<file path="src/isa_pkg.sv">
// instruction set definitions (field layout, widths, opcodes) used by decode and execute
package isa_pkg;

    localparam int DATA_W     = 16;
    localparam int REG_ADDR_W = 4;
    localparam int OP_W       = 4;

    // bit positions of the instruction fields
    localparam int OP_LSB  = 0;
    localparam int RD_LSB  = 4;
    localparam int RS1_LSB = 8;
    localparam int RS2_LSB = 12;

    // ADDI adds the signed 4-bit rs2 field to rs1
    // BEQZ offset is the signed 8-bit {rs2, rd} field, relative to its own address
    // LW and SW address the data memory with the low bits of rs1, SW stores rs2
    typedef enum logic [OP_W-1:0] {
        OP_ADD  = 4'd0,
        OP_SUB  = 4'd1,
        OP_AND  = 4'd2,
        OP_OR   = 4'd3,
        OP_SLT  = 4'd4,
        OP_ADDI = 4'd5,
        OP_LW   = 4'd6,
        OP_SW   = 4'd7,
        OP_IN   = 4'd8,
        OP_OUT  = 4'd9,
        OP_BEQZ = 4'd10,
        OP_HALT = 4'd11
    } opcode_e;

endpackage

</file>
<file path="src/pipe_pkg.sv">
// pipeline internals shared by the stages: memory sizes, ALU operations, forwarding sources
package pipe_pkg;

    localparam int IMEM_DEPTH  = 64;
    localparam int IMEM_ADDR_W = 6;
    localparam int DMEM_DEPTH  = 16;
    localparam int DMEM_ADDR_W = 4;

    typedef enum logic [2:0] {
        ALU_ADD,
        ALU_SUB,
        ALU_AND,
        ALU_OR,
        ALU_SLT,
        ALU_PASS_B
    } alu_op_e;

    // where an execute operand comes from
    typedef enum logic [1:0] {
        FWD_RF,
        FWD_MEM,
        FWD_WB
    } fwd_sel_e;

endpackage

</file>
<file path="src/register_file.sv">
// 16-entry register file read in decode and written from writeback, with same-cycle bypass
module register_file (
    input  logic                             clock,
    input  logic                             rst_n,
    input  logic [isa_pkg::REG_ADDR_W-1:0]   rs1_addr,
    input  logic [isa_pkg::REG_ADDR_W-1:0]   rs2_addr,
    input  logic                             wb_we,
    input  logic [isa_pkg::REG_ADDR_W-1:0]   wb_rd,
    input  logic [isa_pkg::DATA_W-1:0]       wb_data,
    output logic [isa_pkg::DATA_W-1:0]       rs1_data,
    output logic [isa_pkg::DATA_W-1:0]       rs2_data
);

    logic [isa_pkg::DATA_W-1:0] regs [2**isa_pkg::REG_ADDR_W];

    always_ff @(posedge clock or negedge rst_n) begin
        if (!rst_n) begin
            regs <= '{default: '0};
        end else if (wb_we && wb_rd != '0) begin
            regs[wb_rd] <= wb_data;
        end
    end

    // r0 is hardwired, a write in flight is seen by the read
    assign rs1_data = (rs1_addr == '0) ? '0 :
                      (wb_we && wb_rd == rs1_addr) ? wb_data : regs[rs1_addr];
    assign rs2_data = (rs2_addr == '0) ? '0 :
                      (wb_we && wb_rd == rs2_addr) ? wb_data : regs[rs2_addr];

endmodule

</file>
<file path="src/hazard_unit.sv">
// combinational hazard logic: load-use stall for decode and forwarding selects for execute
module hazard_unit (
    input  logic [isa_pkg::REG_ADDR_W-1:0] dec_rs1,
    input  logic [isa_pkg::REG_ADDR_W-1:0] dec_rs2,
    input  logic [isa_pkg::REG_ADDR_W-1:0] ex_rd,
    input  logic                           ex_is_load,
    input  logic [isa_pkg::REG_ADDR_W-1:0] ex_rs1,
    input  logic [isa_pkg::REG_ADDR_W-1:0] ex_rs2,
    input  logic [isa_pkg::REG_ADDR_W-1:0] mem_rd,
    input  logic                           mem_we,
    input  logic [isa_pkg::REG_ADDR_W-1:0] wb_rd,
    input  logic                           wb_we,
    output logic                           stall,
    output pipe_pkg::fwd_sel_e             fwd_a,
    output pipe_pkg::fwd_sel_e             fwd_b
);

    // memory stage is younger than writeback, so it is checked first
    function automatic pipe_pkg::fwd_sel_e pick_source(
        input logic [isa_pkg::REG_ADDR_W-1:0] rs,
        input logic [isa_pkg::REG_ADDR_W-1:0] m_rd,
        input logic                           m_we,
        input logic [isa_pkg::REG_ADDR_W-1:0] w_rd,
        input logic                           w_we
    );
        if (rs == '0) begin
            return pipe_pkg::FWD_RF;
        end
        if (m_we && m_rd == rs) begin
            return pipe_pkg::FWD_MEM;
        end
        if (w_we && w_rd == rs) begin
            return pipe_pkg::FWD_WB;
        end
        return pipe_pkg::FWD_RF;
    endfunction

    assign fwd_a = pick_source(ex_rs1, mem_rd, mem_we, wb_rd, wb_we);
    assign fwd_b = pick_source(ex_rs2, mem_rd, mem_we, wb_rd, wb_we);

    // loaded value exists only after the memory stage
    assign stall = ex_is_load && (ex_rd != '0) && (ex_rd == dec_rs1 || ex_rd == dec_rs2);

endmodule

</file>
<file path="src/fetch_decode.sv">
// front end of the core: program counter, loadable instruction memory, decode, FD and DE registers
module fetch_decode (
    input  logic                              clock,
    input  logic                              rst_n,
    input  logic                              run,
    input  logic                              prog_we,
    input  logic [pipe_pkg::IMEM_ADDR_W-1:0]  prog_addr,
    input  logic [isa_pkg::DATA_W-1:0]        prog_data,
    input  logic                              stall,
    input  logic                              branch_taken,
    input  logic [pipe_pkg::IMEM_ADDR_W-1:0]  branch_target,
    input  logic                              halt_seen,
    input  logic                              wb_we,
    input  logic [isa_pkg::REG_ADDR_W-1:0]    wb_rd,
    input  logic [isa_pkg::DATA_W-1:0]        wb_data,
    output logic [isa_pkg::REG_ADDR_W-1:0]    dec_rs1,
    output logic [isa_pkg::REG_ADDR_W-1:0]    dec_rs2,
    output logic [pipe_pkg::IMEM_ADDR_W-1:0]  ex_pc,
    output isa_pkg::opcode_e                  ex_op,
    output pipe_pkg::alu_op_e                 ex_alu_op,
    output logic [isa_pkg::DATA_W-1:0]        ex_imm,
    output logic [isa_pkg::REG_ADDR_W-1:0]    ex_rd,
    output logic                              ex_we,
    output logic [isa_pkg::REG_ADDR_W-1:0]    ex_rs1,
    output logic [isa_pkg::REG_ADDR_W-1:0]    ex_rs2,
    output logic [isa_pkg::DATA_W-1:0]        ex_a,
    output logic [isa_pkg::DATA_W-1:0]        ex_b
);

    logic [isa_pkg::DATA_W-1:0]              imem [pipe_pkg::IMEM_DEPTH];
    logic [pipe_pkg::IMEM_ADDR_W-1:0]        pc;
    logic                                    stopped;
    logic                                    flush;
    logic                                    fd_valid;
    logic [isa_pkg::DATA_W-1:0]              fd_instr;
    logic [pipe_pkg::IMEM_ADDR_W-1:0]        fd_pc;
    isa_pkg::opcode_e                        dec_op;
    pipe_pkg::alu_op_e                       dec_alu_op;
    logic [isa_pkg::DATA_W-1:0]              dec_imm;
    logic                                    dec_we;
    logic                                    dec_known;
    logic signed [isa_pkg::REG_ADDR_W-1:0]   short_imm;
    logic signed [2*isa_pkg::REG_ADDR_W-1:0] branch_off;
    logic [isa_pkg::DATA_W-1:0]              rs1_data;
    logic [isa_pkg::DATA_W-1:0]              rs2_data;

    assign flush = branch_taken || halt_seen;

    // program load, only while the core is idle
    always_ff @(posedge clock) begin
        if (prog_we && !run) begin
            imem[prog_addr] <= prog_data;
        end
    end

    always_ff @(posedge clock or negedge rst_n) begin
        if (!rst_n) begin
            pc       <= '0;
            stopped  <= 1'b0;
            fd_valid <= 1'b0;
        end else begin
            if (halt_seen) begin
                stopped <= 1'b1;
            end
            if (branch_taken) begin
                pc <= branch_target;
            end else if (run && !stopped && !halt_seen && !stall) begin
                pc <= pc + 1'b1;
            end
            if (flush || stopped) begin
                fd_valid <= 1'b0;
            end else if (!stall) begin
                fd_valid <= run;
            end
        end
    end

    always_ff @(posedge clock) begin
        if (!stall) begin
            fd_instr <= imem[pc];
            fd_pc    <= pc;
        end
    end

    // an empty slot reads r0 so it never trips the hazard check
    assign dec_rs1 = fd_valid ? fd_instr[isa_pkg::RS1_LSB +: isa_pkg::REG_ADDR_W] : '0;
    assign dec_rs2 = fd_valid ? fd_instr[isa_pkg::RS2_LSB +: isa_pkg::REG_ADDR_W] : '0;

    assign short_imm  = fd_instr[isa_pkg::RS2_LSB +: isa_pkg::REG_ADDR_W];
    assign branch_off = {fd_instr[isa_pkg::RS2_LSB +: isa_pkg::REG_ADDR_W],
                         fd_instr[isa_pkg::RD_LSB +: isa_pkg::REG_ADDR_W]};

    always_comb begin
        dec_op     = isa_pkg::opcode_e'(fd_instr[isa_pkg::OP_LSB +: isa_pkg::OP_W]);
        dec_alu_op = pipe_pkg::ALU_PASS_B;
        dec_imm    = '0;
        dec_we     = 1'b0;
        dec_known  = 1'b1;
        case (dec_op)
            isa_pkg::OP_ADD: begin
                dec_alu_op = pipe_pkg::ALU_ADD;
                dec_we     = 1'b1;
            end
            isa_pkg::OP_SUB: begin
                dec_alu_op = pipe_pkg::ALU_SUB;
                dec_we     = 1'b1;
            end
            isa_pkg::OP_AND: begin
                dec_alu_op = pipe_pkg::ALU_AND;
                dec_we     = 1'b1;
            end
            isa_pkg::OP_OR: begin
                dec_alu_op = pipe_pkg::ALU_OR;
                dec_we     = 1'b1;
            end
            isa_pkg::OP_SLT: begin
                dec_alu_op = pipe_pkg::ALU_SLT;
                dec_we     = 1'b1;
            end
            isa_pkg::OP_ADDI: begin
                dec_alu_op = pipe_pkg::ALU_ADD;
                dec_imm    = short_imm;
                dec_we     = 1'b1;
            end
            // rs1 plus zero gives the load address
            isa_pkg::OP_LW: begin
                dec_alu_op = pipe_pkg::ALU_ADD;
                dec_we     = 1'b1;
            end
            isa_pkg::OP_SW:   dec_alu_op = pipe_pkg::ALU_ADD;
            isa_pkg::OP_IN:   dec_we = 1'b1;
            isa_pkg::OP_OUT:  dec_alu_op = pipe_pkg::ALU_ADD;
            isa_pkg::OP_BEQZ: dec_imm = branch_off;
            isa_pkg::OP_HALT: dec_known = 1'b1;
            default:          dec_known = 1'b0;
        endcase
    end

    register_file u_regs (
        .clock    (clock),
        .rst_n    (rst_n),
        .rs1_addr (dec_rs1),
        .rs2_addr (dec_rs2),
        .wb_we    (wb_we),
        .wb_rd    (wb_rd),
        .wb_data  (wb_data),
        .rs1_data (rs1_data),
        .rs2_data (rs2_data)
    );

    // bubble is a non-writing ADD to r0
    always_ff @(posedge clock or negedge rst_n) begin
        if (!rst_n) begin
            ex_op     <= isa_pkg::OP_ADD;
            ex_alu_op <= pipe_pkg::ALU_PASS_B;
            ex_we     <= 1'b0;
            ex_rd     <= '0;
        end else if (flush || stall || !fd_valid || !dec_known) begin
            ex_op     <= isa_pkg::OP_ADD;
            ex_alu_op <= pipe_pkg::ALU_PASS_B;
            ex_we     <= 1'b0;
            ex_rd     <= '0;
        end else begin
            ex_op     <= dec_op;
            ex_alu_op <= dec_alu_op;
            ex_we     <= dec_we;
            ex_rd     <= fd_instr[isa_pkg::RD_LSB +: isa_pkg::REG_ADDR_W];
        end
    end

    always_ff @(posedge clock) begin
        ex_pc  <= fd_pc;
        ex_imm <= dec_imm;
        ex_rs1 <= dec_rs1;
        ex_rs2 <= dec_rs2;
        ex_a   <= rs1_data;
        ex_b   <= rs2_data;
    end

endmodule

</file>
<file path="src/execute_stage.sv">
// execute stage: forwarding muxes, ALU, BEQZ resolution, HALT detect and the EX/MEM register
module execute_stage (
    input  logic                              clock,
    input  logic                              rst_n,
    input  logic [pipe_pkg::IMEM_ADDR_W-1:0]  ex_pc,
    input  isa_pkg::opcode_e                  ex_op,
    input  pipe_pkg::alu_op_e                 ex_alu_op,
    input  logic [isa_pkg::DATA_W-1:0]        ex_imm,
    input  logic [isa_pkg::REG_ADDR_W-1:0]    ex_rd,
    input  logic                              ex_we,
    input  logic [isa_pkg::DATA_W-1:0]        ex_a,
    input  logic [isa_pkg::DATA_W-1:0]        ex_b,
    input  pipe_pkg::fwd_sel_e                fwd_a,
    input  pipe_pkg::fwd_sel_e                fwd_b,
    input  logic [isa_pkg::DATA_W-1:0]        mem_fwd_data,
    input  logic [isa_pkg::DATA_W-1:0]        wb_fwd_data,
    output logic                              branch_taken,
    output logic [pipe_pkg::IMEM_ADDR_W-1:0]  branch_target,
    output logic                              halt_seen,
    output isa_pkg::opcode_e                  mem_op,
    output logic [isa_pkg::REG_ADDR_W-1:0]    mem_rd,
    output logic                              mem_we,
    output logic [isa_pkg::DATA_W-1:0]        mem_result,
    output logic [isa_pkg::DATA_W-1:0]        mem_store_data
);

    logic [isa_pkg::DATA_W-1:0] op_a;
    logic [isa_pkg::DATA_W-1:0] op_b;
    logic [isa_pkg::DATA_W-1:0] alu_b;
    logic [isa_pkg::DATA_W-1:0] alu_y;
    logic                       reg_b;

    function automatic logic [isa_pkg::DATA_W-1:0] fwd_mux(
        input pipe_pkg::fwd_sel_e         sel,
        input logic [isa_pkg::DATA_W-1:0] rf_val,
        input logic [isa_pkg::DATA_W-1:0] mem_val,
        input logic [isa_pkg::DATA_W-1:0] wb_val
    );
        case (sel)
            pipe_pkg::FWD_MEM: return mem_val;
            pipe_pkg::FWD_WB:  return wb_val;
            default:           return rf_val;
        endcase
    endfunction

    assign op_a = fwd_mux(fwd_a, ex_a, mem_fwd_data, wb_fwd_data);
    assign op_b = fwd_mux(fwd_b, ex_b, mem_fwd_data, wb_fwd_data);

    // only the register-register ops take rs2 into the ALU
    assign reg_b = ex_op inside {isa_pkg::OP_ADD, isa_pkg::OP_SUB, isa_pkg::OP_AND,
                                 isa_pkg::OP_OR, isa_pkg::OP_SLT};
    assign alu_b = reg_b ? op_b : ex_imm;

    always_comb begin
        alu_y = '0;
        case (ex_alu_op)
            pipe_pkg::ALU_ADD: alu_y = op_a + alu_b;
            pipe_pkg::ALU_SUB: alu_y = op_a - alu_b;
            pipe_pkg::ALU_AND: alu_y = op_a & alu_b;
            pipe_pkg::ALU_OR:  alu_y = op_a | alu_b;
            pipe_pkg::ALU_SLT: alu_y[0] = $signed(op_a) < $signed(alu_b);
            default:           alu_y = alu_b;
        endcase
    end

    assign branch_taken  = (ex_op == isa_pkg::OP_BEQZ) && (op_a == '0);
    assign branch_target = ex_pc + ex_imm[pipe_pkg::IMEM_ADDR_W-1:0];
    assign halt_seen     = (ex_op == isa_pkg::OP_HALT);

    always_ff @(posedge clock or negedge rst_n) begin
        if (!rst_n) begin
            mem_op <= isa_pkg::OP_ADD;
            mem_rd <= '0;
            mem_we <= 1'b0;
        end else begin
            mem_op <= ex_op;
            mem_rd <= ex_rd;
            mem_we <= ex_we;
        end
    end

    always_ff @(posedge clock) begin
        mem_result     <= alu_y;
        mem_store_data <= op_b;
    end

endmodule

</file>
<file path="src/memory_writeback.sv">
// memory and writeback stages: data memory, IN/OUT ports, halt flag and register file write
module memory_writeback (
    input  logic                           clock,
    input  logic                           rst_n,
    input  isa_pkg::opcode_e               mem_op,
    input  logic [isa_pkg::REG_ADDR_W-1:0] mem_rd,
    input  logic                           mem_we,
    input  logic [isa_pkg::DATA_W-1:0]     mem_result,
    input  logic [isa_pkg::DATA_W-1:0]     mem_store_data,
    input  logic [isa_pkg::DATA_W-1:0]     read_in,
    output logic [isa_pkg::DATA_W-1:0]     write_out,
    output logic                           out_valid,
    output logic                           halted,
    output logic [isa_pkg::DATA_W-1:0]     mem_fwd_data,
    output logic                           wb_we,
    output logic [isa_pkg::REG_ADDR_W-1:0] wb_rd,
    output logic [isa_pkg::DATA_W-1:0]     wb_data
);

    logic [isa_pkg::DATA_W-1:0]       dmem [pipe_pkg::DMEM_DEPTH];
    logic [pipe_pkg::DMEM_ADDR_W-1:0] dmem_addr;
    logic [isa_pkg::DATA_W-1:0]       stage_value;

    assign dmem_addr = mem_result[pipe_pkg::DMEM_ADDR_W-1:0];

    always_ff @(posedge clock) begin
        if (mem_op == isa_pkg::OP_SW) begin
            dmem[dmem_addr] <= mem_store_data;
        end
    end

    // value this stage hands to writeback, also forwarded into execute
    always_comb begin
        case (mem_op)
            isa_pkg::OP_LW: stage_value = dmem[dmem_addr];
            isa_pkg::OP_IN: stage_value = read_in;
            default:        stage_value = mem_result;
        endcase
    end

    assign mem_fwd_data = stage_value;

    always_ff @(posedge clock or negedge rst_n) begin
        if (!rst_n) begin
            wb_we     <= 1'b0;
            wb_rd     <= '0;
            out_valid <= 1'b0;
            write_out <= '0;
            halted    <= 1'b0;
        end else begin
            wb_we     <= mem_we;
            wb_rd     <= mem_rd;
            out_valid <= (mem_op == isa_pkg::OP_OUT);
            if (mem_op == isa_pkg::OP_OUT) begin
                write_out <= mem_result;
            end
            // sticky until reset
            if (mem_op == isa_pkg::OP_HALT) begin
                halted <= 1'b1;
            end
        end
    end

    always_ff @(posedge clock) begin
        wb_data <= stage_value;
    end

endmodule

</file>
<file path="src/load_store_core.sv">
// top level of the five-stage load-store core, connecting front end, hazard unit and back end
module load_store_core (
    input  logic                             clock,
    input  logic                             rst_n,
    input  logic                             run,
    input  logic                             prog_we,
    input  logic [pipe_pkg::IMEM_ADDR_W-1:0] prog_addr,
    input  logic [isa_pkg::DATA_W-1:0]       prog_data,
    input  logic [isa_pkg::DATA_W-1:0]       read_in,
    output logic [isa_pkg::DATA_W-1:0]       write_out,
    output logic                             out_valid,
    output logic                             halted
);

    logic                             stall;
    logic                             branch_taken;
    logic [pipe_pkg::IMEM_ADDR_W-1:0] branch_target;
    logic                             halt_seen;
    logic [isa_pkg::REG_ADDR_W-1:0]   dec_rs1;
    logic [isa_pkg::REG_ADDR_W-1:0]   dec_rs2;
    logic [pipe_pkg::IMEM_ADDR_W-1:0] ex_pc;
    isa_pkg::opcode_e                 ex_op;
    pipe_pkg::alu_op_e                ex_alu_op;
    logic [isa_pkg::DATA_W-1:0]       ex_imm;
    logic [isa_pkg::REG_ADDR_W-1:0]   ex_rd;
    logic                             ex_we;
    logic [isa_pkg::REG_ADDR_W-1:0]   ex_rs1;
    logic [isa_pkg::REG_ADDR_W-1:0]   ex_rs2;
    logic [isa_pkg::DATA_W-1:0]       ex_a;
    logic [isa_pkg::DATA_W-1:0]       ex_b;
    pipe_pkg::fwd_sel_e               fwd_a;
    pipe_pkg::fwd_sel_e               fwd_b;
    isa_pkg::opcode_e                 mem_op;
    logic [isa_pkg::REG_ADDR_W-1:0]   mem_rd;
    logic                             mem_we;
    logic [isa_pkg::DATA_W-1:0]       mem_result;
    logic [isa_pkg::DATA_W-1:0]       mem_store_data;
    logic [isa_pkg::DATA_W-1:0]       mem_fwd_data;
    logic                             wb_we;
    logic [isa_pkg::REG_ADDR_W-1:0]   wb_rd;
    logic [isa_pkg::DATA_W-1:0]       wb_data;

    fetch_decode u_fetch_decode (
        .clock         (clock),
        .rst_n         (rst_n),
        .run           (run),
        .prog_we       (prog_we),
        .prog_addr     (prog_addr),
        .prog_data     (prog_data),
        .stall         (stall),
        .branch_taken  (branch_taken),
        .branch_target (branch_target),
        .halt_seen     (halt_seen),
        .wb_we         (wb_we),
        .wb_rd         (wb_rd),
        .wb_data       (wb_data),
        .dec_rs1       (dec_rs1),
        .dec_rs2       (dec_rs2),
        .ex_pc         (ex_pc),
        .ex_op         (ex_op),
        .ex_alu_op     (ex_alu_op),
        .ex_imm        (ex_imm),
        .ex_rd         (ex_rd),
        .ex_we         (ex_we),
        .ex_rs1        (ex_rs1),
        .ex_rs2        (ex_rs2),
        .ex_a          (ex_a),
        .ex_b          (ex_b)
    );

    hazard_unit u_hazard (
        .dec_rs1    (dec_rs1),
        .dec_rs2    (dec_rs2),
        .ex_rd      (ex_rd),
        .ex_is_load (ex_op == isa_pkg::OP_LW),
        .ex_rs1     (ex_rs1),
        .ex_rs2     (ex_rs2),
        .mem_rd     (mem_rd),
        .mem_we     (mem_we),
        .wb_rd      (wb_rd),
        .wb_we      (wb_we),
        .stall      (stall),
        .fwd_a      (fwd_a),
        .fwd_b      (fwd_b)
    );

    execute_stage u_execute (
        .clock          (clock),
        .rst_n          (rst_n),
        .ex_pc          (ex_pc),
        .ex_op          (ex_op),
        .ex_alu_op      (ex_alu_op),
        .ex_imm         (ex_imm),
        .ex_rd          (ex_rd),
        .ex_we          (ex_we),
        .ex_a           (ex_a),
        .ex_b           (ex_b),
        .fwd_a          (fwd_a),
        .fwd_b          (fwd_b),
        .mem_fwd_data   (mem_fwd_data),
        .wb_fwd_data    (wb_data),
        .branch_taken   (branch_taken),
        .branch_target  (branch_target),
        .halt_seen      (halt_seen),
        .mem_op         (mem_op),
        .mem_rd         (mem_rd),
        .mem_we         (mem_we),
        .mem_result     (mem_result),
        .mem_store_data (mem_store_data)
    );

    memory_writeback u_memory_writeback (
        .clock          (clock),
        .rst_n          (rst_n),
        .mem_op         (mem_op),
        .mem_rd         (mem_rd),
        .mem_we         (mem_we),
        .mem_result     (mem_result),
        .mem_store_data (mem_store_data),
        .read_in        (read_in),
        .write_out      (write_out),
        .out_valid      (out_valid),
        .halted         (halted),
        .mem_fwd_data   (mem_fwd_data),
        .wb_we          (wb_we),
        .wb_rd          (wb_rd),
        .wb_data        (wb_data)
    );

endmodule

</file>
<file path="config.mk">
export PLATFORM = sky130hd
export DESIGN_NAME = load_store_core
export DESIGN_NICKNAME = d
export VERILOG_FILES = /design/src/isa_pkg.sv /design/src/pipe_pkg.sv /design/src/register_file.sv /design/src/hazard_unit.sv /design/src/fetch_decode.sv /design/src/execute_stage.sv /design/src/memory_writeback.sv /design/src/load_store_core.sv
export SDC_FILE = /design/constraint.sdc
export NUM_CORES = 2
export LEC_CHECK = 0
export ABC_CLOCK_PERIOD_IN_PS = 6400
export BUFFER_PORTS_ARGS = -buffer_cell sky130_fd_sc_hd__clkbuf_2
export CAP_MARGIN = 25
export CORE_AREA = 4 4 368 370
export DETAILED_ROUTE_END_ITERATION = 12
export DIE_AREA = 0 0 372 374
export HOLD_SLACK_MARGIN = 0.15
export PLACE_DENSITY = 0.76
export SETUP_SLACK_MARGIN = 0.05
export SYNTH_ARGS = -nofsm -noshare
export SYNTH_HDL_FRONTEND = slang
export SYNTH_HIERARCHICAL = 1
export SYNTH_SLANG_ARGS = --single-unit
</file>
<file path="constraint.sdc">
create_clock -name clock -period 6.4 [get_ports clock]
set_clock_uncertainty 0.15 [all_clocks]
set_input_delay 0.64 -clock clock [delete_from_list [all_inputs] [get_ports clock]]
set_output_delay 0.64 -clock clock [all_outputs]
set_load 0.01 [all_outputs]
</file>
# == Yosys cells after proc, flatten, opt, wreduce, memory -nomap -nowiden ==
# Memories as Yosys holds them, arrays and structs flattened. A register that Yosys moved wholly into a read port is not among the register bits.
# Cells that the tools add are included.
# totals
regBits,424
ram_bits,1280
in_bits,42
out_inout_bits,18
wordCells,199
mem_count,2
# mem_list
name,words,width,rd,rd_ports_with_merged_regs,write_ports,line_no,rtl
u_fetch_decode.imem,64,16,1,1,1,fetch_decode.sv:30,logic [isa_pkg::DATA_W-1:0] imem [pipe_pkg::IMEM_DEPTH];
u_memory_writeback.dmem,16,16,1,1,1,memory_writeback.sv:20,logic [isa_pkg::DATA_W-1:0] dmem [pipe_pkg::DMEM_DEPTH];
# classes
addsub,4
magnitude_cmp,5
eq_ne,40
mux,59
bitwise,5
reduce_logical,43
# op_table
cell,count
bitwise mux 256 bit,1
binary-select mux 16 bit (select 4 bit),2
two-way mux 16 bit,8
case mux 16 bit (2 select lines),4
case mux 15 bit (5 select lines),1
demux 16 bit (select 4 bit),1
equality test 4 bit (second input constant),9
equality test 4 x 3 -> 1 bit (second input constant),8
equality test 4 bit,8
zero test 4 bit,6
two-way mux 2 bit,12
two-way mux 1 bit,21
adder 16 bit,1
AND 16 bit,1
equality test 4 x 2 -> 1 bit (second input constant),4
zero test 16 bit,1
< comparator 16 bit,1
two-way mux 4 bit,4
bitwise OR 16 bit,1
subtractor 16 bit,1
greater-or-equal comparator 5 bit (second input constant),3
logical AND 1 bit,15
NOT 4 -> 5 bit,3
case mux 3 bit (5 select lines),1
22 further kinds,39

# == Longest topological paths before layout ==
# depth
word_depth,18
depth_mapped,21
ltp_nobuf,19

# == Cells and area by module ==
# The synthesis kept the hierarchy.
# modules_own_cells
mod,instances,cells_each,area_each_um2,seq_area_each_um2
fetch_decode,1,2019,42298.1,32994.1
register_file,1,1048,14069.7,6406.1
memory_writeback,1,528,11232.0,8583.2
execute_stage,1,583,4388.0,865.8
hazard_unit,1,47,335.3,0.0
load_store_core,1,1,12.5,0.0

# == Worst setup path after synthesis ==
# Ideal clock, no wire load.
# synth_timing
path_type,reg-to-reg
from,register u_execute/mem_rd[1] (netlist name)
to,register u_execute/mem_result[13] (netlist name)
setup_time_ns,0.078
t_arrival_ns,4.736
required_time_ns,6.172
path_slack_ns,1.436
path_stages_with_launch,20
path_buffers,2
period_less_slack_ns,4.964
path_cell_list,dfrtp_1 > or2b_1 > o2111ai_1 > a2111oi_2 > a21boi_1 > inv_1 > ha_1 > clkbuf_1 > buf_1 > o21ai_1 > mux2i_1 > inv_1 > ha_1 > a211o_1 > a311o_1 > o221ai_2 > nand2_2 > o31a_1 > or4_1 > a32oi_1
# synth_between
elab_chain_cells,12
word_cells_on_any_way,30
classes_between,add/sub (2); eq/ne (6); mux (18); bitwise (2); reduce/logical (2)
# synth_lines
element,line_no,rtl
"start, declared",execute_stage.sv:21,"output logic [isa_pkg::REG_ADDR_W-1:0] mem_rd,"
"start signal, assigned",execute_stage.sv:77,mem_rd <= ex_rd;
equality test 4 bit (*),hazard_unit.sv:29,if (m_we && m_rd == rs) begin
logical AND 1 bit (*),hazard_unit.sv:29,
two-way mux 2 bit,hazard_unit.sv:29,
two-way mux 2 bit,hazard_unit.sv:32,if (w_we && w_rd == rs) begin
two-way mux 2 bit,hazard_unit.sv:35,return pipe_pkg::FWD_RF;
two-way mux 2 bit (*),hazard_unit.sv:32,
two-way mux 2 bit (*),hazard_unit.sv:29,
named net fwd_b[0],load_store_core.sv:32,pipe_pkg::fwd_sel_e fwd_b;
equality test 2 bit / equality test 2 x 1 -> 1 bit (equally long branches),execute_stage.sv:39,case (sel)
case mux 16 bit (2 select lines) (*),execute_stage.sv:39,
named net u_execute.op_b (one bit),execute_stage.sv:28,logic [isa_pkg::DATA_W-1:0] op_b;
two-way mux 16 bit (*),execute_stage.sv:52,assign alu_b = reg_b ? op_b : ex_imm;
subtractor 16 bit / adder 16 bit (equally long branches),"execute_stage.sv:58, execute_stage.sv:57",
case mux 15 bit (5 select lines) (*),execute_stage.sv:56,case (ex_alu_op)
named net u_execute.alu_y (one bit),execute_stage.sv:30,logic [isa_pkg::DATA_W-1:0] alu_y;
"end signal, assigned",execute_stage.sv:83,mem_result <= alu_y;
"end, declared",execute_stage.sv:23,"output logic [isa_pkg::DATA_W-1:0] mem_result,"
# Mark *: on every way through the listed nets, which the timed path passes. The rest lies on a longest branch. The select of a mux whose other input is x is not followed.
# A chain may end at the register's enable or synchronous reset.

# == Worst setup path in the final report ==
# Ends and elaborated chain as after synthesis.

==> summary.txt <==
Logic synthesis
  – Cells after synthesis: 4226
  – Yosys top cell area share: 54.1%
  – Count of state elements after synthesis: 1712
  – Mapped cell area: 72300 um2
  – Yosys top cell by area: edfxtp_1
  – Ys flop type: edfxtp_1
  – Most frequent cell after synthesis: edfxtp_1
  – Syn nets: 4335
  – Seq/Total Area, Yosys: 67.5%
  – Post-synth EDFFs: 1302
  – Cell variety after synth: 96
  – Top area cells in the synthesized netlist: edfxtp_1, dfrtp_1, mux4_2, mux2i_1, mux2_2
  – Synthesis Warnings: 6
  – Syn Area/Cell: 17.1 um2
  – Async SR Flop Fraction: 18.0%
  – Commonest cells in the netlist: edfxtp_1, mux2i_1, mux4_2

STA
  – Slew margin rel.: 22.7%
  – Final setup vio count: 0
  – Final Hold Vio Count: 0
  – Actual slew at the worst max-slew pin: 1160 ps
  – Unrepaired setup endpoints after global routing: false
  – Final worst-path cycle share: 86.6%
  – Fmax: 0.180 GHz
  – Final TNS setup: 0 ps
  – Period minus WS final: 5540 ps
  – Slew Limit Fails: 0
  – Final Hold Slack: 191 ps

Min path
  – Worst hold path class: reg2reg

Worst setup path
  – Crit path cell chain: or2b_1 -> o2111ai_1 -> a2111oi_2 -> a21boi_1 -> inv_1 -> ha_1 -> o21ai_1 -> mux2i_1 -> inv_1 -> ha_1 -> a211o_1 -> a311o_1 -> o221ai_2 -> nand2_2 -> o31a_1 -> or4_1 -> a32oi_1
  – Max Fanout on Critical Path: 32
  – Critical path's slowest cell: ha_1
  – Critical Path End Type: flip-flop
  – Largest stage delay on the critical path: 910 ps
  – WP data arrival: 6130 ps
  – CP required: 6980 ps
  – Crit path kind: reg2reg
  – CP Launch Type: flip-flop

GRT
  – Number of global-route vias before repair: 40600
  – First-pass GRT wire length: 269 mm
  – Initial antenna violation count: 9
  – GRT overflow: 0
  – Largest net degree at the start of global routing: 121
  – Total global-route track usage: 26.0%

Floorplan
  – I/O Pins: 60
  – Total core area: 133000 um2
  – Die X: 372 um
  – Initial core utilization: 54.5%
  – Die Area: 139000 um2
  – Chip height: 374 um
  – Cell Rows: 134

Power and ir drop
  – Worst vdd ir: 0.411 mV
  – P_leak: 28.4 nW
  – Cell Pwr Density: 430 nW/um2

Route
  – Via/cell ratio: 6.51
  – Drt first pass iters: 6
  – Routed len/inst: 28.9 um
  – Routed vias: 40700
  – Initial DRC count: 5202
  – Routed WL: 181 mm
  – Detail Route Antenna Nets: 0
  – DRC: 0

Clock network
  – Longest Clk Path Bufs: 3
  – Post-CTS resize count: 0
  – Clock Latency Late Sink: 800 ps
  – Clk sinks: 1712
  – Root buffer cell: clkbuf_16
  – Hold buffer count at CTS: 16
  – CTS tree: done
  – Post-CTS Setup Bufs: 0
  – CTS HTree Levels: 4
  – CTS clk-pin slew, worst paths: 70 ps
  – Cts bufs inserted: 169

Cells and area
  – Nets: 4453
  – Flip-flop and latch area: 48900 um2
  – Footprint of the multi-input gates: 21500 um2
  – Fillers: 9222
  – Fraction of layout cells with a size suffix above 1: 25.0%
  – Area Growth Syn to Fin: 10.8%

Placed design
  – I/O Buffers: 59
  – DP Wirelength: 111 mm
  – Routability cong.: 0.909

Outcome
  – Status: complete, no violations

Flow run
  – Maxcap violations: 0
## critical path, delay by kind of cell, from the launching register on
family,cells,cell delay [ps]
buffers and inverters,2,220
and+or+nand+nor,3,690
adders and majority gates,2,1150
muxes,1,450
AOI/OAI and AO/OA,9,2400
DFF,1,410
## report_power, final
part	internal, mW	switching, mW
registers	13.0	1.40
logic	4.29	6.03
clock network	5.54	4.21
## path summary, 6_finish.rpt
kind                                              startpoint                                          to  slack (ps)  cells after the start
setup / recovery               u_execute/mem_rd[1]$_DFF_PN0_            u_execute/mem_result[13]$_DFF_P_         860                     17
hold reg to reg            u_fetch_decode/fd_pc[1]$_DFFE_PN_             u_fetch_decode/ex_pc[1]$_DFF_P_         190                      0
hold / removal             u_fetch_decode/fd_pc[1]$_DFFE_PN_             u_fetch_decode/ex_pc[1]$_DFF_P_         190                      0
min in group asynchronous                              rst_n      u_memory_writeback/out_valid$_DFF_PN0_         360                      2
setup reg to reg               u_execute/mem_rd[1]$_DFF_PN0_            u_execute/mem_result[13]$_DFF_P_         860                     17
max in group asynchronous                              rst_n  u_fetch_decode/u_regs/regs[32]$_DFFE_PN0P_        4450                      3
## kinds of logic (layout without fill, tap and decap cells)
| family | count (synthesis) | in the layout | synth area share [%] |
|---|---|---|---|
| compound gates | 620 | 620 | 5.72 |
| xor+xnor | 49 | 49 | 0.593 |
| fa+ha+maj | 67 | 67 | 1.19 |
| buf+inv | 369 | 628 | 2.76 |
| flops | 1712 | 1712 | 67.5 |
| mux | 933 | 933 | 18.9 |
| other cells | 0 | 3 | 0 |
| simple gates | 476 | 476 | 3.31 |
## metrics by stage
| stage | setup WS, ps | std cells | utilization [%] | total power, mW | cell area, um2 |
|---|---|---|---|---|---|
| final | 856 | 6256 | 60.5 | 34.5 | 80200 |
| after detailed placement | 911 | 5923 | 56.2 | 24.7 | 74500 |
| after global placement | 970 | 5921 | 56.2 | 24.5 | 74500 |
| after CTS | 892 | 6251 | 60.4 | 34.4 | 80100 |
| after floorplan | 1440 | 4226 | - | 21.4 | 72300 |
| after global routing | 354 | 6253 | 60.5 | 35.8 | 80200 |
## state kept, by name (all words and copies together), names as in the netlist, 3 cells and up
signal and flops:
u_memory_writeback/write_out 16, u_memory_writeback/wb_rd 4, u_fetch_decode/ex_imm 8, u_memory_writeback/wb_data 16, u_fetch_decode/ex_a 16, u_fetch_decode/ex_rs2 4, u_fetch_decode/ex_rs1 4, u_fetch_decode/pc 6
u_fetch_decode/fd_instr 16, u_fetch_decode/ex_rd 4, u_fetch_decode/ex_alu_op 3, u_fetch_decode/u_regs/regs 256, u_execute/mem_op 4, u_execute/mem_result 16, u_fetch_decode/ex_pc 6, u_fetch_decode/ex_b 16
u_memory_writeback/dmem 256, u_fetch_decode/fd_pc 6, u_execute/mem_rd 4, u_fetch_decode/ex_op 4, u_execute/mem_store_data 16, u_fetch_decode/imem 1024
## routing by layer
| metal | track usage [%] | part of all wire, % | vias to the layer above |
|---|---|---|---|
| met5 | 0 | 0.030 | - |
| met4 | 9.55 | 4.0 | 8 |
| met3 | 6.45 | 10 | 458 |
| met1 | 35.8 | 38 | 20900 |
| li1 | - | - | 17000 |
| met2 | 40.5 | 48 | 2328 |
## cells in the final DEF, fill, tap and decap left out, types with 33 or more instances in the layout
cell type and n:
clkbuf_1 41, mux2i_1 333, a21oi_1 89, nor2_1 141, dfxtp_1 100, nand3_1 63, clkbuf_16 171, edfxtp_1 1302
xnor2_1 40, o22ai_1 103, a22oi_1 79, ha_1 64, o31ai_1 35, o221ai_1 33, dfrtp_1 302, clkbuf_2 59
o21ai_0 78, buf_4 165, mux2_2 271, nand2_1 102, mux4_2 314, inv_1 57, a211oi_1 66
## area by class of cell
cell class | count | share of cell area, %
Timing Repair Buffer | 248 | 2.31
Clock buffer | 222 | 5.69
Inverter | 68 | 0.318
Antenna cell | 3 | 0.00936
Tap cell | 1768 | 2.76
Clock inverter | 90 | 1.10
Sequential cell | 1712 | 60.9
Multi-Input combinational cell | 2145 | 26.9
(Power assumes the default switching activity.)
